--- src/design/cache_pkg.sv ---
// cache_pkg: widths, typedefs and state encodings shared by the direct-mapped
// read-only cache, its fill state machine and the backing memory model
`default_nettype none

package cache_pkg;

    typedef logic [15:0] addr_t;   // byte address on the 16-bit machine
    typedef logic [15:0] word_t;   // one data word, two bytes wide

    // a block is 8 words, so 16 bytes, and the offset field is 4 bits wide
    localparam int WORDS_PER_BLOCK = 8;   // words fetched per fill, one at a time
    localparam int OFFSET_BITS     = 4;   // byte offset inside a block, bit 0 is the byte lane

    // fill sequencer, idle until a miss and then waiting on the memory latency
    typedef enum logic {
        FILL_IDLE,                 // no fill in progress, memory sees the aligned miss block
        FILL_WAIT                  // counting latency and writing one word per count
    } fill_state_t;

    // processor side port controller
    typedef enum logic [2:0] {
        CTRL_IDLE,                 // waiting for req
        CTRL_LOOKUP,               // tag compare on addr, hit latches rdata
        CTRL_FILL,                 // miss handed to the fill FSM, waiting for fill_done
        CTRL_ACK,                  // rdata is latched, ack goes high on the way out
        CTRL_RELEASE               // ack held high until req is seen low
    } ctrl_state_t;

endpackage

`default_nettype wire

--- src/design/data_array.sv ---
// data_array: LINES x 8 words of cached data, written one word at a time by the
// fill state machine and read combinationally at the processor address
`timescale 1ns/1ns
`default_nettype none

module data_array #(
    parameter int LINES = 16                    // number of cache lines, a power of two
) (
    input  logic              clk,
    input  logic              write_data_array, // write strobe, one per fetched word
    input  cache_pkg::addr_t  fill_word_addr,   // address of the word being filled
    input  cache_pkg::word_t  write_data,       // word coming back from memory
    input  cache_pkg::addr_t  read_addr,        // processor address
    output cache_pkg::word_t  read_data         // word at read_addr, valid on a hit only
);

    localparam int IDX_W  = $clog2(LINES);
    localparam int WOFF_W = $clog2(cache_pkg::WORDS_PER_BLOCK);
    localparam int SLOT_W = IDX_W + WOFF_W;
    localparam int LSB    = cache_pkg::OFFSET_BITS - WOFF_W;   // skips the byte lane bit

    cache_pkg::word_t mem [0:LINES*cache_pkg::WORDS_PER_BLOCK-1];

    logic [SLOT_W-1:0] wr_slot;                 // {line index, word offset}
    logic [SLOT_W-1:0] rd_slot;

    assign wr_slot = fill_word_addr[LSB +: SLOT_W];
    assign rd_slot = read_addr[LSB +: SLOT_W];

    always_ff @(posedge clk) begin
        if (write_data_array) begin
            mem[wr_slot] <= write_data;
        end
    end

    assign read_data = mem[rd_slot];            // tag compare decides if this is usable

endmodule

`default_nettype wire

--- config.mk ---
export PLATFORM = sky130hd
export DESIGN_NAME = data_array
export DESIGN_NICKNAME = d
export VERILOG_FILES = /design/src/design/cache_pkg.sv /design/src/design/data_array.sv
export SDC_FILE = /design/constraint.sdc
export NUM_CORES = 2
export LEC_CHECK = 0
export BUFFER_PORTS_ARGS = -buffer_cell sky130_fd_sc_hd__clkbuf_2
export CORE_AREA = 10 10 407 409
export CTS_BUF_LIST = sky130_fd_sc_hd__clkbuf_8
export DETAILED_ROUTE_END_ITERATION = 6
export DIE_AREA = 0 0 417 419
export PLACE_DENSITY = 0.65
export SLEW_MARGIN = 30
export SYNTH_ARGS = -nofsm -noshare
export SYNTH_HDL_FRONTEND = slang
export SYNTH_SLANG_ARGS = --single-unit
--- constraint.sdc ---
create_clock -name clk -period 3.8 [get_ports clk]
set_input_delay 0.57 -clock clk [delete_from_list [all_inputs] [get_ports clk]]
set_output_delay 0.57 -clock clk [all_outputs]
set_load 0.01 [all_outputs]
==> reports/metrics.yaml <==
rsz0062_at_grt: "yes"
synthTopCellsByCount: "edfxtp_1, mux4_2, nor2_1, clkbuf_1, buf_2"
tightestPinTransition_ns: 0.973
peakVddDrop_v: 0.000343
path_max_fanout: 1
multi_input_area_um2: 16100
wl_per_cell_um: 30.7
grt_pass1_wl_um: 260000
area_growth_syn_to_layout_pct: 13.7
powerDensity_nw_per_um2: 497
fillers: 11200
first_pass_iters: 5
yosysMostFrequentCell: "edfxtp_1"
syn_avg_cell_area_um2: 25.5
maxSlewHeadroom: 0.350
port-buffer-count: 47
drcViolationCount: 0
grtUsageTotal: 0.207
cts_htree_levels: 5
status: "finished with violations"
switching_power_mw: 9.51
start_util: 0.497
grt_pass1_vias: 37200
gp_congestion: 0.797
slew_viol_final: 0
rows: 146
die_area_um2: 175000
period_minus_slack_ns: 4.13
numPlacedInstances: 5286
syn-cell-area_um2: 78200
synth_largest_area_cell: "edfxtp_1"
swShare: 0.215
ios: 66
cp-end-kind: "primary output"
antenna_left: 0
nets: 3600
worstSetupPathType: "flip-flop to primary output"
layout_setup_ws_ns: -0.332
die_height_um: 419
antenna_found_initial: 23
min_period_over_period: 1.09
tns_ns: -4.71
via_per_inst: 6.07
layout-drive-gt1-share: 0.368
p_comb_frac: 0.054
largest_register_ffs: 2048
startpoint_type: "flip-flop"
synth_nets: 3120
ys_top_cells_by_area: "edfxtp_1, mux4_2, nor2_1"
top_regs: "mem x2048"
numCtsBuffers: 331
grt_max_degree: 115
violations: "setup timing"
num_vias: 35500
worst_ep_required_time_ns: 3.23
synth_cell_type_count: 16
cts_tree: "yes"
cts-root-buf: "clkbuf_8"
crit_arrival_ns: 3.56
drv_cap: 0
core-area_um2: 157000
fin_hold_ws_ns: 0.0845
die_width_um: 417
clkSlewWorstSetupHoldPaths_ns: 0.06
clockPowerShare: 0.381
leakagePower_nw: 28.0
ys_seq_area_frac: 0.786
totalPowerFinal_mw: 44.2
top_register: "mem"
synthCells: 3070
finalSetupViolCount: 16
ys_ff_latch: 2048
async_flop_share: 0
drt_iter0_drc: 3971
overflow: 0
wl_um: 180000
dp.final_hpwl_um: 105000
cts_sinks: 2048
yosys_warnings: 0
yosys.area.top_type_share: 0.786
regArea_um2: 61500
synth_flop_cell: "edfxtp_1"
fmax_ghz: 0.242
finalHoldViolations: 0
hp-class: "primary input to flip-flop"
clockBufferDepth: 4
internal_power_mw: 34.7
post_cts_buffers: 0
seq_power_share: 0.564
synth-edff-count: 2048
final_cells: 5848
what timing repair did:
item | CTS | global route
hold buffers | 1 | 1
setup endpoints to repair | 16 | 16
resized for setup | 3 | 15
hold endpoints to repair | 11 | 30
path summary, 6_finish.rpt:
check,from,endpoint,slack (ns),cells after the start
worst min-delay path,write_data[1],mem[1][1]$_DFFE_PP_,0.08,1
worst max-delay path,mem[39][3]$_DFFE_PP_,read_data[3],-0.33,5
power by group through the flow:
stage / sequential (mW) / clock [mW] / combinational (mW)
floorplan: 25.4 / 0 / 1.25
global placement: 25.4 / 0 / 2.31
detailed placement: 25.4 / 0 / 2.39
CTS: 25.0 / 17.3 / 2.40
global route: 25.0 / 18.3 / 2.52
finish: 25.0 / 16.9 / 2.40
kinds of logic (layout without fill, tap and decap cells):
| kind of cell | after synthesis | count (layout) | share of synthesized area |
|---|---|---|---|
| flip-flops | 2048 | 2048 | 0.786 |
| AND/OR/NAND/NOR | 170 | 170 | 0.00891 |
| multiplexers | 688 | 688 | 0.196 |
| other | 0 | 4 | 0 |
| buffers and inverters | 164 | 866 | 0.00885 |
metal layers:
| metal | wire, µm | GRT usage | up-vias |
|---|---|---|---|
| li1 | - | - | 14400 |
| met1 | 69200 | 0.277 | 19100 |
| met2 | 89900 | 0.339 | 1666 |
| met3 | 15100 | 0.0449 | 311 |
| met4 | 5480 | 0.0693 | 2 |
| met5 | 13 | 0 | - |
critical path, stage by stage (launching register included):
cell	delay (ns)
edfxtp_1	0.37
mux4_2	0.49
mux4_2	0.60
mux4_2	0.60
mux2_2	0.34
clkbuf_2	0.15
per-stage QoR:
step           utilization  setup slack, ns  cell area, µm²
2_1_floorplan            -            0.246           78200
3_3_place_gp         0.527           -0.247           83000
3_5_place_dp         0.528           -0.236           83100
4_1_cts              0.564           -0.442           88800
5_1_grt              0.565           -0.392           88900
6_report             0.565           -0.332           88900
final cells by class:
class | instances | share of cell area
Antenna cell | 4 | 0.000113
Tap cell | 2072 | 0.0291
Multi-Input combinational cell | 858 | 0.181
Clock buffer | 338 | 0.0523
Timing Repair Buffer | 311 | 0.0340
Clock inverter | 217 | 0.0122
Sequential cell | 2048 | 0.691
cells in the final DEF (no fill, tap or decap), drive strengths merged:
master and count:
buf 287, bufinv 8, clkbuf 360, clkinv 110, clkinvlp 3, diode 4, dlygate4sd3 2, edfxtp 2048
inv 96, mux2 16, mux4 672, nand2 14, nand2b 2, nand3 12, nand4 3, nor2 122
nor2b 7, nor3 9, or3 1
Power figures use the tool's default switching activity.
