## config.mk

```make
export PLATFORM = sky130hd
export DESIGN_NAME = tag_array
export DESIGN_NICKNAME = d
export VERILOG_FILES = /design/src/design/cache_pkg.sv /design/src/design/tag_array.sv
export SDC_FILE = /design/constraint.sdc
export NUM_CORES = 1
export LEC_CHECK = 0
export BUFFER_PORTS_ARGS = -buffer_cell sky130_fd_sc_hd__buf_2
export CAP_MARGIN = 20
export CORE_MARGIN = 3
export CORE_UTILIZATION = 35
export DETAILED_ROUTE_END_ITERATION = 8
export HOLD_SLACK_MARGIN = 0.06
export PLACE_DENSITY = 0.54
export SETUP_SLACK_MARGIN = 0.1
export SLEW_MARGIN = 30
export SYNTH_ARGS = -nofsm -noshare
export SYNTH_HDL_FRONTEND = slang
export SYNTH_SLANG_ARGS = --single-unit
export TNS_END_PERCENT = 20
```

## constraint.sdc

```tcl
create_clock -name clk -period 5.8 [get_ports clk]
set_input_delay 0.29 -clock clk [delete_from_list [all_inputs] [get_ports clk]]
set_output_delay 0.29 -clock clk [all_outputs]
set_load 0.01 [all_outputs]
```

## src/design/cache_pkg.sv

```systemverilog
// cache_pkg: widths, typedefs and state encodings shared by the direct-mapped
// read-only cache, its fill state machine and the backing memory model
`default_nettype none

package cache_pkg;

    typedef logic [15:0] addr_t;   // byte address on the 16-bit machine
    typedef logic [15:0] word_t;   // one data word, two bytes wide

    // a block is 8 words, so 16 bytes, and the offset field is 4 bits wide
    localparam int WORDS_PER_BLOCK = 8;   // words fetched per fill, one at a time
    localparam int OFFSET_BITS     = 4;   // byte offset inside a block, bit 0 is the byte lane

    // fill sequencer, idle until a miss and then waiting on the memory latency
    typedef enum logic {
        FILL_IDLE,                 // no fill in progress, memory sees the aligned miss block
        FILL_WAIT                  // counting latency and writing one word per count
    } fill_state_t;

    // processor side port controller
    typedef enum logic [2:0] {
        CTRL_IDLE,                 // waiting for req
        CTRL_LOOKUP,               // tag compare on addr, hit latches rdata
        CTRL_FILL,                 // miss handed to the fill FSM, waiting for fill_done
        CTRL_ACK,                  // rdata is latched, ack goes high on the way out
        CTRL_RELEASE               // ack held high until req is seen low
    } ctrl_state_t;

endpackage

`default_nettype wire

```

## src/design/tag_array.sv

```systemverilog
// tag_array: one tag and one valid bit per direct-mapped line, compared
// combinationally against the lookup address and written when a fill completes
`timescale 1ns/1ns
`default_nettype none

module tag_array #(
    parameter int LINES = 16                   // number of cache lines, a power of two
) (
    input  logic              clk,
    input  logic              rst,
    input  cache_pkg::addr_t  lookup_addr,     // processor address under lookup
    input  logic              write_tag_array, // fill complete, mark the line valid
    input  cache_pkg::addr_t  fill_word_addr,  // any address inside the filled block
    output logic              hit              // indexed line is valid and its tag matches
);

    localparam int IDX_W = $clog2(LINES);
    localparam int TAG_W = 16 - cache_pkg::OFFSET_BITS - IDX_W;

    logic [TAG_W-1:0] tags [0:LINES-1];        // stored tags, only meaningful where valid is set
    logic [LINES-1:0] valid;                   // one bit per line, cleared by reset

    logic [IDX_W-1:0] lookup_idx;
    logic [TAG_W-1:0] lookup_tag;
    logic [IDX_W-1:0] fill_idx;
    logic [TAG_W-1:0] fill_tag;

    // address split is tag | index | byte offset, from the top bit down
    assign lookup_idx = lookup_addr[cache_pkg::OFFSET_BITS +: IDX_W];
    assign lookup_tag = lookup_addr[cache_pkg::OFFSET_BITS + IDX_W +: TAG_W];
    assign fill_idx   = fill_word_addr[cache_pkg::OFFSET_BITS +: IDX_W];
    assign fill_tag   = fill_word_addr[cache_pkg::OFFSET_BITS + IDX_W +: TAG_W];

    always_ff @(posedge clk) begin
        if (rst) begin
            valid <= '0;                       // cold cache, every lookup misses
        end else if (write_tag_array) begin
            valid[fill_idx] <= 1'b1;
        end
    end

    always_ff @(posedge clk) begin
        if (write_tag_array) begin
            tags[fill_idx] <= fill_tag;        // replaces whatever block lived in this line
        end
    end

    assign hit = valid[lookup_idx] && (tags[lookup_idx] == lookup_tag);

endmodule

`default_nettype wire

```

==> flow_metrics.tcl, run 1 <==
set metrics [dict create \
    slowest_stage "mux4_2" \
    cts_hold_buf 0 \
    min_from "rst" \
    coreArea_mm2 0.0154 \
    critical_path.top_delay_family "multiplexers" \
    p_per_area_mw_per_mm2 352 \
    firstDrtPassIters 4 \
    sw_frac_of_total 0.191 \
    worstPathRequired_ps 5510 \
    wire_per_inst_um 21.2 \
    synth_nets 314 \
    critPathMaxStageDelay_ps 580 \
    synth_cell_types 21 \
    slew_headroom 0.470 \
    fin_skew_ps 0 \
    port_buffers 27 \
    ant_nets 0 \
    syn-cell-area_mm2 0.00559 \
    yosysTopAreaCell "edfxtp_1" \
    hpwl_um 6680 \
    timing.final.crit_share 0.545 \
    clockRootBuffer "clkbuf_16" \
    final_common_cell "edfxtp_1" \
    crit_buf_inv 2 \
    drt_wl_total_um 11600 \
    ys_ff_latch 144 \
    crit_top_cell "mux4_2" \
    internal-power_mw 1.89 \
    seq_area_mm2 0.00416 \
    hold_class "primary input to flop" \
    r2r_cells 2 \
    antenna_found_initial 0 \
    timing.hold.ws_ps 233 \
    die_x_um 132 \
    rrSetupSlack_ps 5220 \
    drv_slew 0 \
    synth-seq-area-share 0.745 \
    postCtsSetupBuffers 0 \
    leakage_nw 2.19 \
    setup_viol_count_final 0 \
    power_frac_clock 0.454 \
    syn_area_per_cell_um2 20.0 \
    tns_ps 0 \
    cts_buffers 17 \
    start_util 0.363 \
    clockBufferDepth 2 \
    netlist.area_leader.share 0.687 \
    cap_violations 0 \
    grt_setup_unrepaired "false" \
    period_minus_slack_ps 3160 \
    holdPathStages 2 \
    endpoint_kind "primary output" \
    grt.total_usage 0.141 \
    grt_max_degree 30 \
    antenna_cells 0 \
    path_clk_slew_ps 50 \
    num_vias 2710 \
    row_count 45 \
    grt_pass1_vias 2881 \
    insertion_delay_ps 400 \
    cts.repair.resized 0 \
    worstSetupPathType "primary input to primary output" \
    die_y_um 132 \
    outcome "completed" \
    startpoint_type "primary input" \
    ir_drop_mv 0.193 \
    grt-ovfl-total 0 \
    worst_pin_slew_ps 795 \
    synth_area_leaders "edfxtp_1 69%, mux4_2 16%, dfxtp_1 5.7%" \
    htree_levels 4 \
    crit_fanout 29 \
    yosys_warnings 0 \
    gp_congestion 0.723 \
    switching_power_uw 445 \
    holdPathEnd "valid[13]$_SDFFE_PP0P_" \
    timing.rr.start "valid[11]$_SDFFE_PP0P_" \
    cts_tree "yes" \
    syn_to_final_growth_pct 18.7 \
    die_area_mm2 0.0175 \
    fmax_mhz 316 \
    route.detailed.drc 0 \
    crit_chain "buf_4 -> mux4_2 -> mux4_2 -> xnor2_1 -> nand4_1 -> nor4_1 -> buf_2" \
    finalHoldViolations 0 \
    most-common-layout-cells "128 x edfxtp_1, 41 x nor2_1, 40 x mux4_2" \
    drive_gt1_frac 0.330 \
    layout.nets 358 \
    ioPinCount 36 \
    critical_path_arrival_ps 2870 \
    syn-instance-count 279 \
    fill_cells 1397 \
    grt_pass1_wl_um 17800 \
    pwr-share-comb 0.051 \
    seqPwrFrac 0.494 \
    detail_route.vias_per_cell 4.95 \
    multi_input_area_mm2 0.00140 \
    r2r_end "valid[11]$_SDFFE_PP0P_" \
    cts.sinks 144 \
    drt_iter0_drc 247 \
]
## per-layer routing
layer,global-route usage,vias up,routed length (um)
met1,0.208,1424,5570
met4,0.0531,0,78
met5,0,-,0
met3,0.0346,4,534
li1,-,1212,-
met2,0.206,70,5440
## logic make-up after synthesis
kind of cell / count (synthesis) / synth area share
and+or+nand+nor: 59 / 0.0454
buffers and inverters: 13 / 0.0110
xor gates and xnor gates: 8 / 0.0125
AOI/OAI and AO/OA: 2 / 0.00224
muxes: 53 / 0.184
DFF: 144 / 0.745
## synth_stat cells (all sizes together)
library cell	number
edfxtp	128
xor2	2
nor4	1
a211oi	1
nand3	2
nand4	1
xnor2	6
nand2b	2
a21oi	1
buf	8
nor2	44
nor3	4
mux4	40
nand3b	2
nor2b	1
clkbuf	5
nand2	1
dfxtp	16
mux2i	13
or3b	1
## state kept, by name, summed over array words and instances, names as in the netlist
register and count:
tags 128, valid 16
## stage by stage
| step | std cells | setup WS (ps) | total power [mW] | utilization | instance area, um^2 |
|---|---|---|---|---|---|
| global route | 547 | 2450 | 2.42 | 0.430 | 6640 |
| detailed placement | 515 | 2450 | 1.30 | 0.392 | 6050 |
| finish | 547 | 2640 | 2.34 | 0.430 | 6640 |
| CTS | 547 | 2430 | 2.36 | 0.430 | 6630 |
| floorplan | 279 | 3240 | 1.25 | - | 5590 |
| global placement | 515 | 2210 | 1.29 | 0.390 | 6020 |
## final cells by class
class                      instances  area share
clock inverter                     6      0.0119
multi-input combinational        122       0.211
sequential                       144       0.627
tap                              211      0.0398
timing repair buffer              38      0.0336
clock buffer                      26      0.0767
## power groups by stage
stage	sequential [mW]	combinational [mW]	clock, mW
after detailed placement	1.18	0.122	0
after global routing	1.16	0.131	1.14
after global placement	1.17	0.119	0
after floorplan	1.17	0.0760	0
final	1.15	0.119	1.06
after CTS	1.15	0.122	1.08
## worst max path at each step
stage	start	end	cells past startpoint
detailed placement	lookup_addr[5]	hit	8
global placement	lookup_addr[4]	hit	7
global route	lookup_addr[4]	hit	7
floorplan	lookup_addr[5]	hit	6
CTS	lookup_addr[5]	hit	8
finish	lookup_addr[4]	hit	7
No activity file was read; power rests on OpenSTA's default activity.
==> run 2: changes to the inputs <==
ABC_AREA = 1   (was not set)
PLACE_DENSITY = 0.56   (was 0.54)
clock period = 2.6 ns   (was 5.8 ns; I/O delays follow)
==> run 2 against run 1 <==
Utilization decreased by 1.3 points. Flip-flop and latch count unchanged. Clock-buffer cell count decreased by 8. Design area increased by 9.0%. Critical path depth increased by 3. Critical path type is now flop to primary output.
==> flow_metrics.tcl, run 2 <==
set metrics [dict create \
    outcome "completed" \
    reg_top3 "tags x128, valid x16" \
    slew_headroom 0.644 \
    row_count 48 \
    die_y_um 139 \
    timing.hold.ws_ps 107 \
    hpwl_um 9140 \
    min_from "fill_word_addr[12]" \
    syn-cell-area_mm2 0.00623 \
    layout.nets 692 \
    finalPower_mw 5.34 \
    clockBufferDepth 2 \
    grt.total_usage 0.157 \
    dp.cells 862 \
    synth_cell_types 20 \
    gp_congestion 0.825 \
    synth_area_leaders "edfxtp_1 62%, nand2_1 8.6%, nand3_1 6.9%" \
    path_clk_slew_ps 60 \
    worstPathRequired_ps 2470 \
    internal-power_mw 4.17 \
    tns_ps 0 \
    timing.final.crit_share 0.761 \
    detail_route.vias_per_cell 4.83 \
    cts_buffers 17 \
    final.setup.worst_slack_ps 622 \
    setup_viol_count_final 0 \
    leakage_nw 2.92 \
    cp-startpoint "tags[5][3]$_DFFE_PP_" \
    grt_pass1_wl_um 23000 \
    hold_class "primary input to flop" \
    regMostFlops "tags" \
    placed_cell_area_mm2 0.00663 \
    largest_register_ffs 128 \
    start_util 0.359 \
    die_area_mm2 0.0194 \
    sw_frac_of_total 0.218 \
    grt_pass1_vias 4160 \
    period_minus_slack_ps 1980 \
    p_per_area_mw_per_mm2 738 \
    netlist.area_leader.share 0.617 \
    timing.rr.start "valid[0]$_SDFFE_PP0P_" \
    final_cells 895 \
    yosysTopAreaCell "edfxtp_1" \
    grt_max_degree 65 \
    pwr-share-comb 0.064 \
    fin_skew_ps 0 \
    synth-edff-count 128 \
    die_x_um 139 \
    grt-ovfl-total 0 \
    multi_input_area_mm2 0.00158 \
    synth_commonest_cells "143 x nand2_1, 128 x edfxtp_1, 97 x nor2_1, 86 x nand3_1, 69 x inv_1" \
    antenna_found_initial 0 \
    num_vias 4323 \
    seqPwrFrac 0.483 \
    cap_violations 0 \
    crit_fanout 2 \
    drive_gt1_frac 0.128 \
    synth_most_common_cell "nand2_1" \
    coreArea_mm2 0.0174 \
    cts.sinks 144 \
    cts_tree "yes" \
    power_frac_clock 0.453 \
    seq_area_mm2 0.00416 \
    drv_slew 0 \
    worstSetupPathType "flop to primary output" \
    insertion_delay_ps 410 \
    design_area_mm2 0.00723 \
    yosys_warnings 0 \
    synth-seq-area-share 0.669 \
    most-common-layout-cells "143 x nand2_1, 128 x edfxtp_1, 97 x nor2_1" \
    endpoint_kind "primary output" \
    ant_nets 0 \
    ioPinCount 36 \
    finalHoldViolations 0 \
    route.detailed.drc 0 \
    worst_pin_slew_ps 532 \
    ys.flop_type "edfxtp_1" \
    htree_levels 4 \
    clockRootBuffer "clkbuf_16" \
    drt_iter0_drc 351 \
    syn_area_per_cell_um2 10.1 \
    firstDrtPassIters 5 \
    synthArstFlopShare 0 \
    antenna_cells 0 \
    wire_per_inst_um 16.5 \
    startpoint_type "flop" \
    port_buffers 27 \
    critical_path_arrival_ps 1850 \
    syn_to_final_growth_pct 16.2 \
    fmax_mhz 506 \
    syn-instance-count 614 \
    switching_power_mw 1.16 \
    fill_cells 1626 \
    final_common_cell "nand2_1" \
    final_core_util 0.417 \
    pre_cts_ws_ps 656 \
    grt_setup_unrepaired "false" \
    ir_drop_mv 0.394 \
    ys_ff_latch 144 \
    drt_wl_total_um 14800 \
    synth_nets 649 \
    postCtsSetupBuffers 0 \
]
-- run 2: cell types whose count changed after synthesis, moves of 6 or more --
cell      delta
xnor2_1      -6
mux2i_1     -13
inv_1       +69
nor2_1      +53
o211ai_1     +7
mux4_2      -40
o21ai_1     +11
nand3_1     +84
buf_6        +9
o21ai_0     +15
nand2_1    +142
-- run 2: cell type report --
cell class / count / share of cell area
repair buffers: 52 / 0.0467
clock inverters: 14 / 0.0230
inverters: 73 / 0.0386
well taps: 225 / 0.0389
clock buffers: 18 / 0.0593
multi-input cells: 369 / 0.218
flip-flops and latches: 144 / 0.576
-- run 2: power groups by stage --
stage | clock network, mW | registers [mW] | logic [mW]
3_3_place_gp | 0 | 2.62 | 0.338
2_1_floorplan | 0 | 2.62 | 0.225
4_1_cts | 2.45 | 2.58 | 0.348
6_report | 2.42 | 2.58 | 0.344
5_1_grt | 2.56 | 2.58 | 0.389
3_5_place_dp | 0 | 2.62 | 0.346
-- run 2: logic make-up after synthesis --
group | share of synthesized area
AOI/OAI and AO/OA | 0.0341
and+or+nand+nor | 0.219
buffers and inverters | 0.0783
DFF | 0.669
-- run 2: path summary, 6_finish.rpt --
path                                         endpoint  slack, ps  cells past startpoint
worst min register to register  valid[3]$_SDFFE_PP0P_        460                      2
worst max register to register  valid[0]$_SDFFE_PP0P_       1990                      1
worst max-delay path                              hit        620                     10
worst min-delay path            tags[11][4]$_DFFE_PP_        110                      1
-- run 2: repair_timing --
item,4_1_cts,5_1_grt
endpoints found under the hold margin,14,0
hold buffers,1,0
resized for setup,0,0
-- run 2: per-layer routing --
| layer | vias up | wire, um | global-route usage |
|---|---|---|---|
| li1 | 2110 | - | - |
| met1 | 2073 | 6310 | 0.197 |
| met2 | 113 | 7380 | 0.264 |
| met3 | 27 | 701 | 0.0309 |
| met4 | 0 | 374 | 0.0716 |
| met5 | - | 0 | 0 |
-- run 2: worst max-delay path, cell delays in order (launching register included) --
cell and delay, ps:
edfxtp_1 360, nor2_1 120, nor2_1 50, o21ai_0 80, nand3_1 100, nand3_1 110, nand3b_1 90, nand2_1 70
nand3_1 150, nor2_1 150, buf_2 150
