[src/design/cache_pkg.sv]
// cache_pkg: widths, typedefs and state encodings shared by the direct-mapped
// read-only cache, its fill state machine and the backing memory model
`default_nettype none

package cache_pkg;

    typedef logic [15:0] addr_t;   // byte address on the 16-bit machine
    typedef logic [15:0] word_t;   // one data word, two bytes wide

    // a block is 8 words, so 16 bytes, and the offset field is 4 bits wide
    localparam int WORDS_PER_BLOCK = 8;   // words fetched per fill, one at a time
    localparam int OFFSET_BITS     = 4;   // byte offset inside a block, bit 0 is the byte lane

    // fill sequencer, idle until a miss and then waiting on the memory latency
    typedef enum logic {
        FILL_IDLE,                 // no fill in progress, memory sees the aligned miss block
        FILL_WAIT                  // counting latency and writing one word per count
    } fill_state_t;

    // processor side port controller
    typedef enum logic [2:0] {
        CTRL_IDLE,                 // waiting for req
        CTRL_LOOKUP,               // tag compare on addr, hit latches rdata
        CTRL_FILL,                 // miss handed to the fill FSM, waiting for fill_done
        CTRL_ACK,                  // rdata is latched, ack goes high on the way out
        CTRL_RELEASE               // ack held high until req is seen low
    } ctrl_state_t;

endpackage

`default_nettype wire

[src/design/cache_controller.sv]
// cache_controller: four-phase req/ack port on the processor side, tag match
// result handling, miss hand-off to the fill FSM and the return of read data
`timescale 1ns/1ns
`default_nettype none

module cache_controller (
    input  logic              clk,
    input  logic              rst,
    input  logic              req,           // processor request, addr stable while high
    input  cache_pkg::addr_t  addr,          // processor byte address
    output logic              ack,           // rdata valid, held until req drops
    output cache_pkg::word_t  rdata,         // read data returned to the processor
    input  logic              hit,           // from the tag array, for addr
    input  cache_pkg::word_t  read_data,     // from the data array, for addr
    input  logic              fsm_busy,      // fill FSM has taken the miss
    input  logic              fill_done,     // last word and tag written this cycle
    output logic              miss_detected, // one-cycle request for a block fill
    output cache_pkg::addr_t  miss_address   // address to fill from
);

    cache_pkg::ctrl_state_t state;

    // the miss request lasts exactly the one lookup cycle that misses
    assign miss_detected = (state == cache_pkg::CTRL_LOOKUP) && !hit;
    assign miss_address  = addr;             // addr is held stable for the whole request

    always_ff @(posedge clk) begin
        if (rst) begin
            state <= cache_pkg::CTRL_IDLE;
            ack   <= 1'b0;
        end else begin
            case (state)
                cache_pkg::CTRL_IDLE: begin
                    if (req) begin
                        state <= cache_pkg::CTRL_LOOKUP;   // ack is low here, so a new request is fine
                    end
                end
                cache_pkg::CTRL_LOOKUP: begin
                    if (hit) begin
                        state <= cache_pkg::CTRL_ACK;
                    end else if (fsm_busy) begin
                        state <= cache_pkg::CTRL_FILL;     // fill FSM has seen the miss pulse
                    end
                end
                cache_pkg::CTRL_FILL: begin
                    if (fill_done) begin
                        state <= cache_pkg::CTRL_LOOKUP;   // the repeated lookup now hits
                    end
                end
                cache_pkg::CTRL_ACK: begin
                    ack   <= 1'b1;                         // two edges after req was sampled on a hit
                    state <= cache_pkg::CTRL_RELEASE;
                end
                cache_pkg::CTRL_RELEASE: begin
                    if (!req) begin
                        ack   <= 1'b0;                     // drops on the edge that sees req low
                        state <= cache_pkg::CTRL_IDLE;
                    end
                end
                default: begin
                    state <= cache_pkg::CTRL_IDLE;
                    ack   <= 1'b0;
                end
            endcase
        end
    end

    // only a hit in lookup loads rdata, so it stays put through ack and release
    always_ff @(posedge clk) begin
        if ((state == cache_pkg::CTRL_LOOKUP) && hit) begin
            rdata <= read_data;
        end
    end

endmodule

`default_nettype wire

[config.mk]
export PLATFORM = sky130hd
export DESIGN_NAME = cache_controller
export DESIGN_NICKNAME = d
export VERILOG_FILES = /design/src/design/cache_pkg.sv /design/src/design/cache_controller.sv
export SDC_FILE = /design/constraint.sdc
export NUM_CORES = 1
export LEC_CHECK = 0
export ABC_CLOCK_PERIOD_IN_PS = 1300
export BUFFER_PORTS_ARGS = -buffer_cell sky130_fd_sc_hd__buf_4
export CAP_MARGIN = 10
export CORE_MARGIN = 2
export CORE_UTILIZATION = 33
export CTS_CLUSTER_DIAMETER = 40
export DETAILED_ROUTE_END_ITERATION = 7
export PLACE_DENSITY = 0.79
export SYNTH_ARGS = -nofsm -noshare
export SYNTH_HDL_FRONTEND = slang
export SYNTH_SLANG_ARGS = --single-unit
export TNS_END_PERCENT = 1
[constraint.sdc]
create_clock -name clk -period 1.3 [get_ports clk]
set_input_delay 0.26 -clock clk [delete_from_list [all_inputs] [get_ports clk]]
set_output_delay 0.26 -clock clk [all_outputs]
set_load 0.005 [all_outputs]
==> results.yml, run 1 <==
outcome:
  run_status: "complete, but fails checks"
  violations: "setup timing"
sta:
  tightest_slew_ns: 0.293
  slew_violations: 0
  finalCriticalPeriod_ns: 1.34
  rsz0062_at_grt: "true"
  fmaxAchievable_mhz: 746
  clock_skew_ns: 0.00571
  max-slew-margin-rel_pct: 80.3
  setup_viol_count_final: 10
  fin_ws_ns: -0.0396
  hold_viol_final: 0
  fin_crit_sh_pct: 103
layout:
  fillCellCount: 209
  fin_cells: 116
  drive_above_1_share_pct: 63.6
  final_common_cell: "buf_4"
  most-common-layout-cells: "buf_4 (43), edfxtp_1 (16), nor2_1 (3), a21oi_1 (3), clkbuf_4 (3)"
  syn_to_final_growth_pct: 38.8
  diodes: 0
  nets: 128
clock_tree:
  postCtsHoldBufs: 0
  cts_tree: "done"
  clockBufferDepth: 2
  h-tree-depth: 1
  clk_pin_slew_ns: 0.09
  clock-sinks: 20
  clock_latency_ns: 0.28
  cts_root_buf: "clkbuf_4"
  cts_buffers: 3
power:
  p_leak_nw: 0.463
  p_per_area_nw_per_um2: 1180
  irDropWorstVdd_v: 0.000497
floorplanning:
  initial_core_util_pct: 35.6
  core_area_um2: 2280
  io_pins: 72
  fp-row-count: 17
  die_h_um: 53.5
  die_x_um: 53.5
  die-area_um2: 2870
yosys:
  yosys-top-cells-area: "edfxtp_1 (59%), buf_4 (15%), dfxtp_1 (9.9%)"
  syn_inst: 56
  synth.top_cell.area_share_pct: 59.4
  synth_cell_types: 17
  yosysSeqAreaShare_pct: 69.2
  ys.flop_type: "edfxtp_1"
  syn_area_um2: 810
  synthesis.nets: 94
  syn_avg_cell_area_um2: 14.5
  ys_warn_count: 0
  async_flop_share_pct: 0
  synth.ff_latch_count: 20
  synth_edf_count: 16
  synth_area_leader_cell: "edfxtp_1"
drt:
  num_vias: 522
  drt_wl_total_um: 1360
  wl_per_cell_um: 11.8
  first_iter_violations: 8
  via_per_inst: 4.50
  drc: 0
  detail-route-antenna-nets: 0
  drt_first_pass_iters: 4
flow_run:
  maxCapViolCount: 0
setup_path:
  cp_top_family: "simple AND/OR/NAND/NOR gates"
  crit_chain: "nor3b_2 > nor2b_2 > buf_4"
  r2r_cells: 5
  regToRegSetupSlack_ns: -0.01
  r2r-end: "rdata[12]$_DFFE_PP_"
  critPathMaxFanout: 2
  path_buf_inv: 1
  worst-setup-path-type: "flip-flop to output port"
  crit_arrival_ns: 1.08
  slowest_stage: "dfxtp_2"
  critPathRequiredTime_ns: 1.04
  r2r-start: "state[1]$_SDFFE_PP0P_"
  critPathMaxStageDelay_ns: 0.33
  cp-end-kind: "output port"
  crit_path_start_kind: "flip-flop"
global_route:
  grt_pass1_vias: 429
  use_met2_pct: 15.2
  use_met3_pct: 3.89
  overflow: 0
  grt_usage_pct: 8.91
  grt_pass1_wl_um: 1800
  grt_util_met1_pct: 9.17
  grt.busiest_layer: "met2"
  antenna_found_initial: 0
  grt_max_degree: 17
worst_hold_path:
  hold_path.class: "input port to flip-flop"
  whs_path_depth: 1
  min-delay-start: "read_data[0]"
  min_to: "rdata[0]$_DFFE_PP_"
place:
  gp_congestion: 0.758
  dpl_worst_slack_ns: 0.0834
  portBuffers: 39
  dp_cells: 110
[metal layers]
layer | vias to the layer above | share of wire [%]
met5 | - | 0
met3 | 4 | 15
met2 | 37 | 48
met1 | 231 | 37
met4 | 0 | 0.44
li1 | 250 | -
[registers in the layout (all words and copies together) (netlist names)]
| signal | count |
|---|---|
| rdata | 16 |
| state | 3 |
| ack | 1 |
[kinds of logic after synthesis]
group	count (synthesis)	share of synthesized area (%)
simple gates	12	9.58
buf+inv	16	14.8
compound gates	7	5.25
xor+xnor	1	1.08
flops	20	69.2
[final cells by class]
| cell class | instances | area, µm² | share of cell area [%] |
|---|---|---|---|
| repair buffers | 45 | 354 | 31.5 |
| well taps | 28 | 35.0 | 3.12 |
| multi-input cells | 20 | 146 | 13.0 |
| clock buffers | 3 | 22.5 | 2.00 |
| flip-flops and latches | 20 | 566 | 50.3 |
[where the power goes]
part / internal (W) / switching (W) / total [W]
Clock: 0.000107 / 0.000148 / 0.000255
Sequential: 0.000755 / 0.0000188 / 0.000774
Combinational: 0.000183 / 0.000118 / 0.000301
Total: 0.00105 / 0.000284 / 0.00133
[Yosys cell counts, types with 2 or more instances]
| cell | count |
|---|---|
| a21oi_1 | 3 |
| buf_4 | 16 |
| dfxtp_1 | 4 |
| edfxtp_1 | 16 |
| nor2_1 | 3 |
| nor2b_1 | 2 |
| o21ai_0 | 2 |
[per-stage QoR]
stage	setup TNS (ns)	cell area, µm²	power [W]	hold WS, ns	util, %
2_1_floorplan	0	811	0.000921	0.329	-
3_3_place_gp	0	1050	0.00104	0.440	46.3
3_5_place_dp	0	1050	0.00105	0.440	46.3
4_1_cts	-0.0628	1090	0.00131	0.142	48.1
5_1_grt	-1.12	1120	0.00141	0.121	49.4
6_report	-0.103	1120	0.00133	0.151	49.4
[worst max-delay path by stage]
| stage | from | end | slack (ns) | cells past startpoint |
|---|---|---|---|---|
| after floorplan | state[0]$_SDFFE_PP0P_ | rdata[0]$_DFFE_PP_ | 0.06 | 2 |
| after detailed placement | state[2]$_SDFFE_PP0P_ | rdata[11]$_DFFE_PP_ | 0.08 | 3 |
| final | state[1]$_SDFFE_PP0P_ | miss_detected | -0.04 | 3 |
| after CTS | state[2]$_SDFFE_PP0P_ | miss_detected | -0.06 | 3 |
| after global routing | state[2]$_SDFFE_PP0P_ | miss_detected | -0.13 | 3 |
| after global placement | state[2]$_SDFFE_PP0P_ | rdata[3]$_DFFE_PP_ | 0.12 | 3 |
[what timing repair did]
item,CTS,global route
resized for setup,2,6
pin swaps,1,2
setup endpoints to repair,1,18
setup buffers,2,1
No activity file was read; power rests on OpenSTA's default activity.
==> run 2, diff against run 1 <==
--- a/config.mk
+++ b/config.mk
@@ -8,12 +8,13 @@
 export ABC_CLOCK_PERIOD_IN_PS = 1300
 export BUFFER_PORTS_ARGS = -buffer_cell sky130_fd_sc_hd__buf_4
 export CAP_MARGIN = 10
+export CORE_ASPECT_RATIO = 1.1
 export CORE_MARGIN = 2
 export CORE_UTILIZATION = 33
 export CTS_CLUSTER_DIAMETER = 40
 export DETAILED_ROUTE_END_ITERATION = 7
-export PLACE_DENSITY = 0.79
+export PLACE_DENSITY = 0.75
 export SYNTH_ARGS = -nofsm -noshare
 export SYNTH_HDL_FRONTEND = slang
 export SYNTH_SLANG_ARGS = --single-unit
-export TNS_END_PERCENT = 1
+export TNS_END_PERCENT = 50
==> run 2 against run 1 <==
The flow still finishes with violations (setup timing). Maximum frequency is 1.2% lower. Combinational power about the same. Cell area grew 2.1%. Non-clock buffer count did not move. Register-to-register slack improved by 0.03 ns. Sequential power grew 0.8%. Global-route usage rose by 0.21 points. Setup slack got worse by 0.016 ns. Cell count rose by 2.6%. Critical path type unchanged. Routed wire length rose by 0.29%.
==> results.yml, run 2 (same netlist as run 1, synthesis figures left out) <==
power:
  p_int_w: 0.00106
  power_frac_seq_pct: 58.0
  switching_share_pct: 21.0
  p_leak_nw: 0.469
  power_frac_comb_pct: 22.5
  irDropWorstVdd_v: 0.000720
  p_per_area_nw_per_um2: 1170
  power_w: 0.00134
  switchingPower_w: 0.000282
  clock_power_share_pct: 19.4
sta:
  fin_crit_sh_pct: 104
  fin_ws_ns: -0.0559
  finalCriticalPeriod_ns: 1.36
  setup_viol_count_final: 1
  clock_skew_ns: 0.00299
  tightest_slew_ns: 0.264
  slew_violations: 0
  fmaxAchievable_mhz: 738
  max-slew-margin-rel_pct: 82.2
  hold_viol_final: 0
  rsz0062_at_grt: "true"
setup_path:
  r2r_cells: 4
  critPathMaxFanout: 2
  crit_path_start_kind: "flip-flop"
  worst-setup-path-type: "flip-flop to output port"
  r2r-start: "state[1]$_SDFFE_PP0P_"
  regToRegSetupSlack_ns: 0.02
  crit_arrival_ns: 1.10
  critPathRequiredTime_ns: 1.04
  cp-end-kind: "output port"
  r2r-end: "rdata[0]$_DFFE_PP_"
layout:
  final_common_cell: "buf_4"
  regArea_um2: 567
  reg_top3: "rdata: 16 flops, state: 3 flops, ack: 1 flops"
  multiInputGateArea_um2: 145
  fin_cells: 119
  diodes: 0
  most-common-layout-cells: "buf_4 (42), edfxtp_1 (16), nor2_1 (3), a21oi_1 (3), clkbuf_4 (3)"
  drive_above_1_share_pct: 61.8
  regMostFlops: "rdata"
  syn_to_final_growth_pct: 41.7
  nets: 128
  fillCellCount: 207
  largest_reg_flops: 16
drt:
  first_iter_violations: 11
  drt_first_pass_iters: 4
  num_vias: 537
  drt_wl_total_um: 1370
  drc: 0
  detail-route-antenna-nets: 0
  via_per_inst: 4.51
  wl_per_cell_um: 11.5
clock_tree:
  clock_latency_ns: 0.28
  clk_pin_slew_ns: 0.09
  cts_root_buf: "clkbuf_4"
  clockBufferDepth: 2
  cts_buffers: 3
  h-tree-depth: 1
  cts_tree: "done"
  clock-sinks: 20
place:
  dp_cells: 112
  portBuffers: 39
  gp_congestion: 0.704
  dpl_worst_slack_ns: 0.0651
floorplanning:
  die_x_um: 51.2
  die-area_um2: 2870
  die_h_um: 55.9
  initial_core_util_pct: 35.2
  io_pins: 72
  core_area_um2: 2300
  fp-row-count: 18
worst_hold_path:
  min_to: "rdata[14]$_DFFE_PP_"
  hold_path.class: "input port to flip-flop"
  min-delay-start: "read_data[14]"
  whs_path_depth: 1
global_route:
  grt_pass1_wl_um: 1970
  antenna_found_initial: 0
  grt_max_degree: 17
  overflow: 0
  grt_pass1_vias: 465
  grt_usage_pct: 9.12
outcome:
  run_status: "complete, but fails checks"
  violations: "setup timing"
flow_run:
  maxCapViolCount: 0
run 2: worst max path at each step:
| stage | depth (start not counted) | slack [ns] | to | start |
|---|---|---|---|---|
| after floorplan | 2 | 0.06 | rdata[0]$_DFFE_PP_ | state[0]$_SDFFE_PP0P_ |
| after global placement | 3 | 0.12 | rdata[13]$_DFFE_PP_ | state[2]$_SDFFE_PP0P_ |
| after detailed placement | 3 | 0.07 | rdata[9]$_DFFE_PP_ | state[2]$_SDFFE_PP0P_ |
| after CTS | 3 | -0.09 | miss_detected | state[2]$_SDFFE_PP0P_ |
| after global routing | 3 | -0.13 | miss_detected | state[1]$_SDFFE_PP0P_ |
| final | 3 | -0.06 | miss_detected | state[1]$_SDFFE_PP0P_ |
run 2: metal layers:
layer	routed length [µm]	GRT usage (%)
met1	519	9.95
met3	202	2.96
met4	19	4.89
met2	626	15.4
met5	0	0
run 2: critical path, stage by stage (launching register included):
cell and delay, ns:
dfxtp_2 0.35, nor3b_4 0.21, nor2b_4 0.17, buf_6 0.09
run 2: repair_timing:
action | in CTS | in global routing
gates resized for setup | 3 | 6
buffers inserted | 2 | 0
endpoints found under the hold margin | 0 | 0
setup endpoints to repair | 1 | 17
cloned | 0 | 1
pin swaps | 1 | 1
hold buffers | 0 | 0
run 2: layout make-up:
class | instances | share of cell area, %
multi-input combinational | 20 | 12.6
clock buffer | 3 | 1.96
tap | 30 | 3.27
sequential | 20 | 49.4
timing repair buffer | 45 | 32.4
clock inverter | 1 | 0.327
run 2: per-stage QoR:
step | TNS (ns) | util [%] | hold slack [ns] | instance area (µm²)
floorplan | 0 | - | 0.329 | 811
global placement | 0 | 46.0 | 0.440 | 1060
detailed placement | 0 | 46.0 | 0.440 | 1060
CTS | -0.0949 | 48.0 | 0.137 | 1100
global route | -0.380 | 49.9 | 0.130 | 1150
finish | -0.0559 | 49.9 | 0.151 | 1150
run 2: power by group through the flow:
stage	Clock [W]	Combinational, W	Sequential (W)
after floorplan	0	0.000117	0.000804
after global placement	0	0.000250	0.000789
after detailed placement	0	0.000253	0.000792
after CTS	0.000282	0.000269	0.000774
after global routing	0.000300	0.000331	0.000786
final	0.000261	0.000303	0.000780
==> run 3, diff against run 2 <==
--- a/config.mk
+++ b/config.mk
@@ -5,6 +5,7 @@
 export SDC_FILE = /design/constraint.sdc
 export NUM_CORES = 1
 export LEC_CHECK = 0
+export ABC_AREA = 1
 export ABC_CLOCK_PERIOD_IN_PS = 1300
 export BUFFER_PORTS_ARGS = -buffer_cell sky130_fd_sc_hd__buf_4
 export CAP_MARGIN = 10
@@ -13,7 +14,7 @@
 export CORE_UTILIZATION = 33
 export CTS_CLUSTER_DIAMETER = 40
 export DETAILED_ROUTE_END_ITERATION = 7
-export PLACE_DENSITY = 0.75
+export PLACE_DENSITY = 0.73
 export SYNTH_ARGS = -nofsm -noshare
 export SYNTH_HDL_FRONTEND = slang
 export SYNTH_SLANG_ARGS = --single-unit
==> run 3 against run 2 <==
Core utilization is 2.2 points lower. Global-route usage is 2.0 points higher. Clock skew hardly changed. The flow now finishes without violations. Cell count is 19% higher. Sequential share of layout area is 1.4 points lower. Critical path depth is 1 higher. Register-to-register slack better by 0.03 ns. Combinational power is 87% higher. Synthesized cell count is 38% higher. Critical path type unchanged. Setup slack better by 0.065 ns. Sequential power is 9.2% higher.
==> results.yml, run 3 <==
yosys:
  syn_avg_cell_area_um2: 11.1
  synthesis.nets: 115
  synth_common_cells: "buf_4 (16), edfxtp_1 (16), nand2_1 (13)"
  synth_cell_types: 13
  synth.ff_latch_count: 20
  syn_area_um2: 856
  ys_warn_count: 0
  synth_area_leader_cell: "edfxtp_1"
  yosys-top-cells-area: "edfxtp_1 (56%), buf_4 (14%), dfxtp_1 (9.4%)"
  synth_edf_count: 16
  async_flop_share_pct: 0
  syn_inst: 77
  yosysSeqAreaShare_pct: 65.5
  synth.top_cell.area_share_pct: 56.1
  ys.flop_type: "edfxtp_1"
worst_hold_path:
  whs_path_depth: 2
  min-delay-start: "rst"
  hold_path.class: "input port to flip-flop"
  min_to: "state[2]$_SDFFE_PP0P_"
floorplanning:
  die_h_um: 57.4
  io_pins: 72
  core_area_um2: 2470
  initial_core_util_pct: 34.6
  die_x_um: 52.6
  fp-row-count: 19
  die-area_um2: 3020
global_route:
  grt_pass1_wl_um: 2430
  grt_pass1_vias: 623
  antenna_found_initial: 0
  grt_max_degree: 17
  grt_usage_pct: 11.2
  overflow: 0
setup_path:
  r2r-start: "state[2]$_SDFFE_PP0P_"
  slowest_stage: "dfxtp_4"
  cp-end-kind: "output port"
  regToRegSetupSlack_ns: 0.05
  crit_path_start_kind: "flip-flop"
  critPathMaxFanout: 2
  critPathRequiredTime_ns: 1.04
  r2r_cells: 5
  worst-setup-path-type: "flip-flop to output port"
  critPathMaxStageDelay_ns: 0.37
  r2r-end: "rdata[13]$_DFFE_PP_"
  crit_arrival_ns: 1.03
  crit_chain: "nor2_4 > nand2_4 > nor2_2 > buf_4"
drt:
  drt_first_pass_iters: 4
  drt_wl_total_um: 1550
  via_per_inst: 4.28
  detail-route-antenna-nets: 0
  num_vias: 608
  first_iter_violations: 2
  wl_per_cell_um: 10.9
  drc: 0
sta:
  fin_crit_sh_pct: 99.3
  rsz0062_at_grt: "true"
  hold_viol_final: 0
  slew_violations: 0
  fmaxAchievable_mhz: 774
  finalCriticalPeriod_ns: 1.29
  setup-tns-final_ns: 0
  clock_skew_ns: 0.00282
  tightest_slew_ns: 0.185
  setup_viol_count_final: 0
  max-slew-margin-rel_pct: 87.6
clock_tree:
  cts_root_buf: "clkbuf_4"
  cts_buffers: 3
  clockBufferDepth: 2
  cts_tree: "done"
  h-tree-depth: 1
  clk_pin_slew_ns: 0.10
  postCtsHoldBufs: 0
  clock-sinks: 20
  clock_latency_ns: 0.29
layout:
  regArea_um2: 567
  reg_top3: "rdata: 16 flops, state: 3 flops, ack: 1 flops"
  fillCellCount: 236
  diodes: 0
  multiInputGateArea_um2: 160
  most-common-layout-cells: "buf_4 (45), edfxtp_1 (16), nand2_1 (13)"
  drive_above_1_share_pct: 53.2
  largest_reg_flops: 16
  syn_to_final_growth_pct: 37.9
  nets: 150
  final_common_cell: "buf_4"
  regMostFlops: "rdata"
power:
  p_per_area_nw_per_um2: 1440
  power_w: 0.00170
  p_leak_nw: 0.535
  irDropWorstVdd_v: 0.000602
outcome:
  run_status: "finished clean"
place:
  portBuffers: 39
  post-dp-hpwl_um: 1170
  gp_congestion: 0.755
flow_run:
  maxCapViolCount: 0
[run 3: cell count changes after synthesis, moves of 2 or more]
cell	delta
nand3_1	+3
nor2b_1	-2
nor2_1	+7
inv_1	+7
nand2_1	+12
[run 3: power breakdown]
| group | switching, W | leakage, nW | internal [W] |
|---|---|---|---|
| Sequential | 0.0000436 | 0.181 | 0.000808 |
| Combinational | 0.000268 | 0.339 | 0.000299 |
| Clock | 0.000170 | 0.0154 | 0.000111 |
| Total | 0.000482 | 0.535 | 0.00122 |
[run 3: cell type report]
cell class | instances | area share [%]
Clock buffer | 3 | 1.91
Clock inverter | 1 | 0.318
Inverter | 8 | 2.55
Multi-Input combinational cell | 33 | 13.6
Sequential cell | 20 | 48.0
Tap cell | 31 | 3.29
Timing Repair Buffer | 46 | 30.3
[run 3: worst max path at each step]
stage,start,to,slack [ns],cells past startpoint
4_1_cts,state[0]$_SDFFE_PP0P_,miss_detected,-0.02,5
5_1_grt,state[2]$_SDFFE_PP0P_,miss_detected,-0.06,4
3_5_place_dp,state[0]$_SDFFE_PP0P_,rdata[1]$_DFFE_PP_,0.10,5
2_1_floorplan,state[0]$_SDFFE_PP0P_,rdata[0]$_DFFE_PP_,0.03,4
3_3_place_gp,state[0]$_SDFFE_PP0P_,rdata[0]$_DFFE_PP_,0.15,5
6_report,state[2]$_SDFFE_PP0P_,miss_detected,0.009,4
[run 3: cell families (layout without fill, tap and decap cells)]
kind of cell | Yosys count | in the layout | share of synthesized area (%)
AND/OR/NAND/NOR | 29 | 29 | 14.6
buffers and inverters | 24 | 58 | 17.5
flip-flops | 20 | 20 | 65.5
AO/OA/AOI/OAI | 4 | 4 | 2.34
[run 3: critical path: cells and delay by family (launching register included)]
| family | cells | cell delay, ns |
|---|---|---|
| DFF | 1 | 0.37 |
| buffers and inverters | 1 | 0.11 |
| and+or+nand+nor | 3 | 0.26 |
[run 3: layer usage]
metal | global-route usage (%) | wire length (µm) | vias to the layer above
met4 | 8.42 | 35 | 0
li1 | - | - | 299
met3 | 4.71 | 201 | 6
met1 | 10.4 | 530 | 270
met5 | 0 | 0 | -
met2 | 18.8 | 781 | 33
[run 3: what timing repair did]
item	in CTS	in global routing
buffers inserted	4	1
pin swaps	2	1
setup endpoints to repair	1	17
resized for setup	7	2
[run 3: per-stage QoR]
| step | util [%] | hold slack, ns | cell area (µm²) | instances | worst slack [ns] |
|---|---|---|---|---|---|
| global placement | 44.3 | 0.430 | 1090 | 133 | 0.148 |
| detailed placement | 44.3 | 0.430 | 1090 | 133 | 0.104 |
| floorplan | - | 0.329 | 856 | 77 | 0.0298 |
| finish | 47.7 | 0.114 | 1180 | 142 | 0.00879 |
| CTS | 47.3 | 0.101 | 1170 | 141 | -0.0172 |
| global route | 47.7 | 0.0940 | 1180 | 142 | -0.0577 |
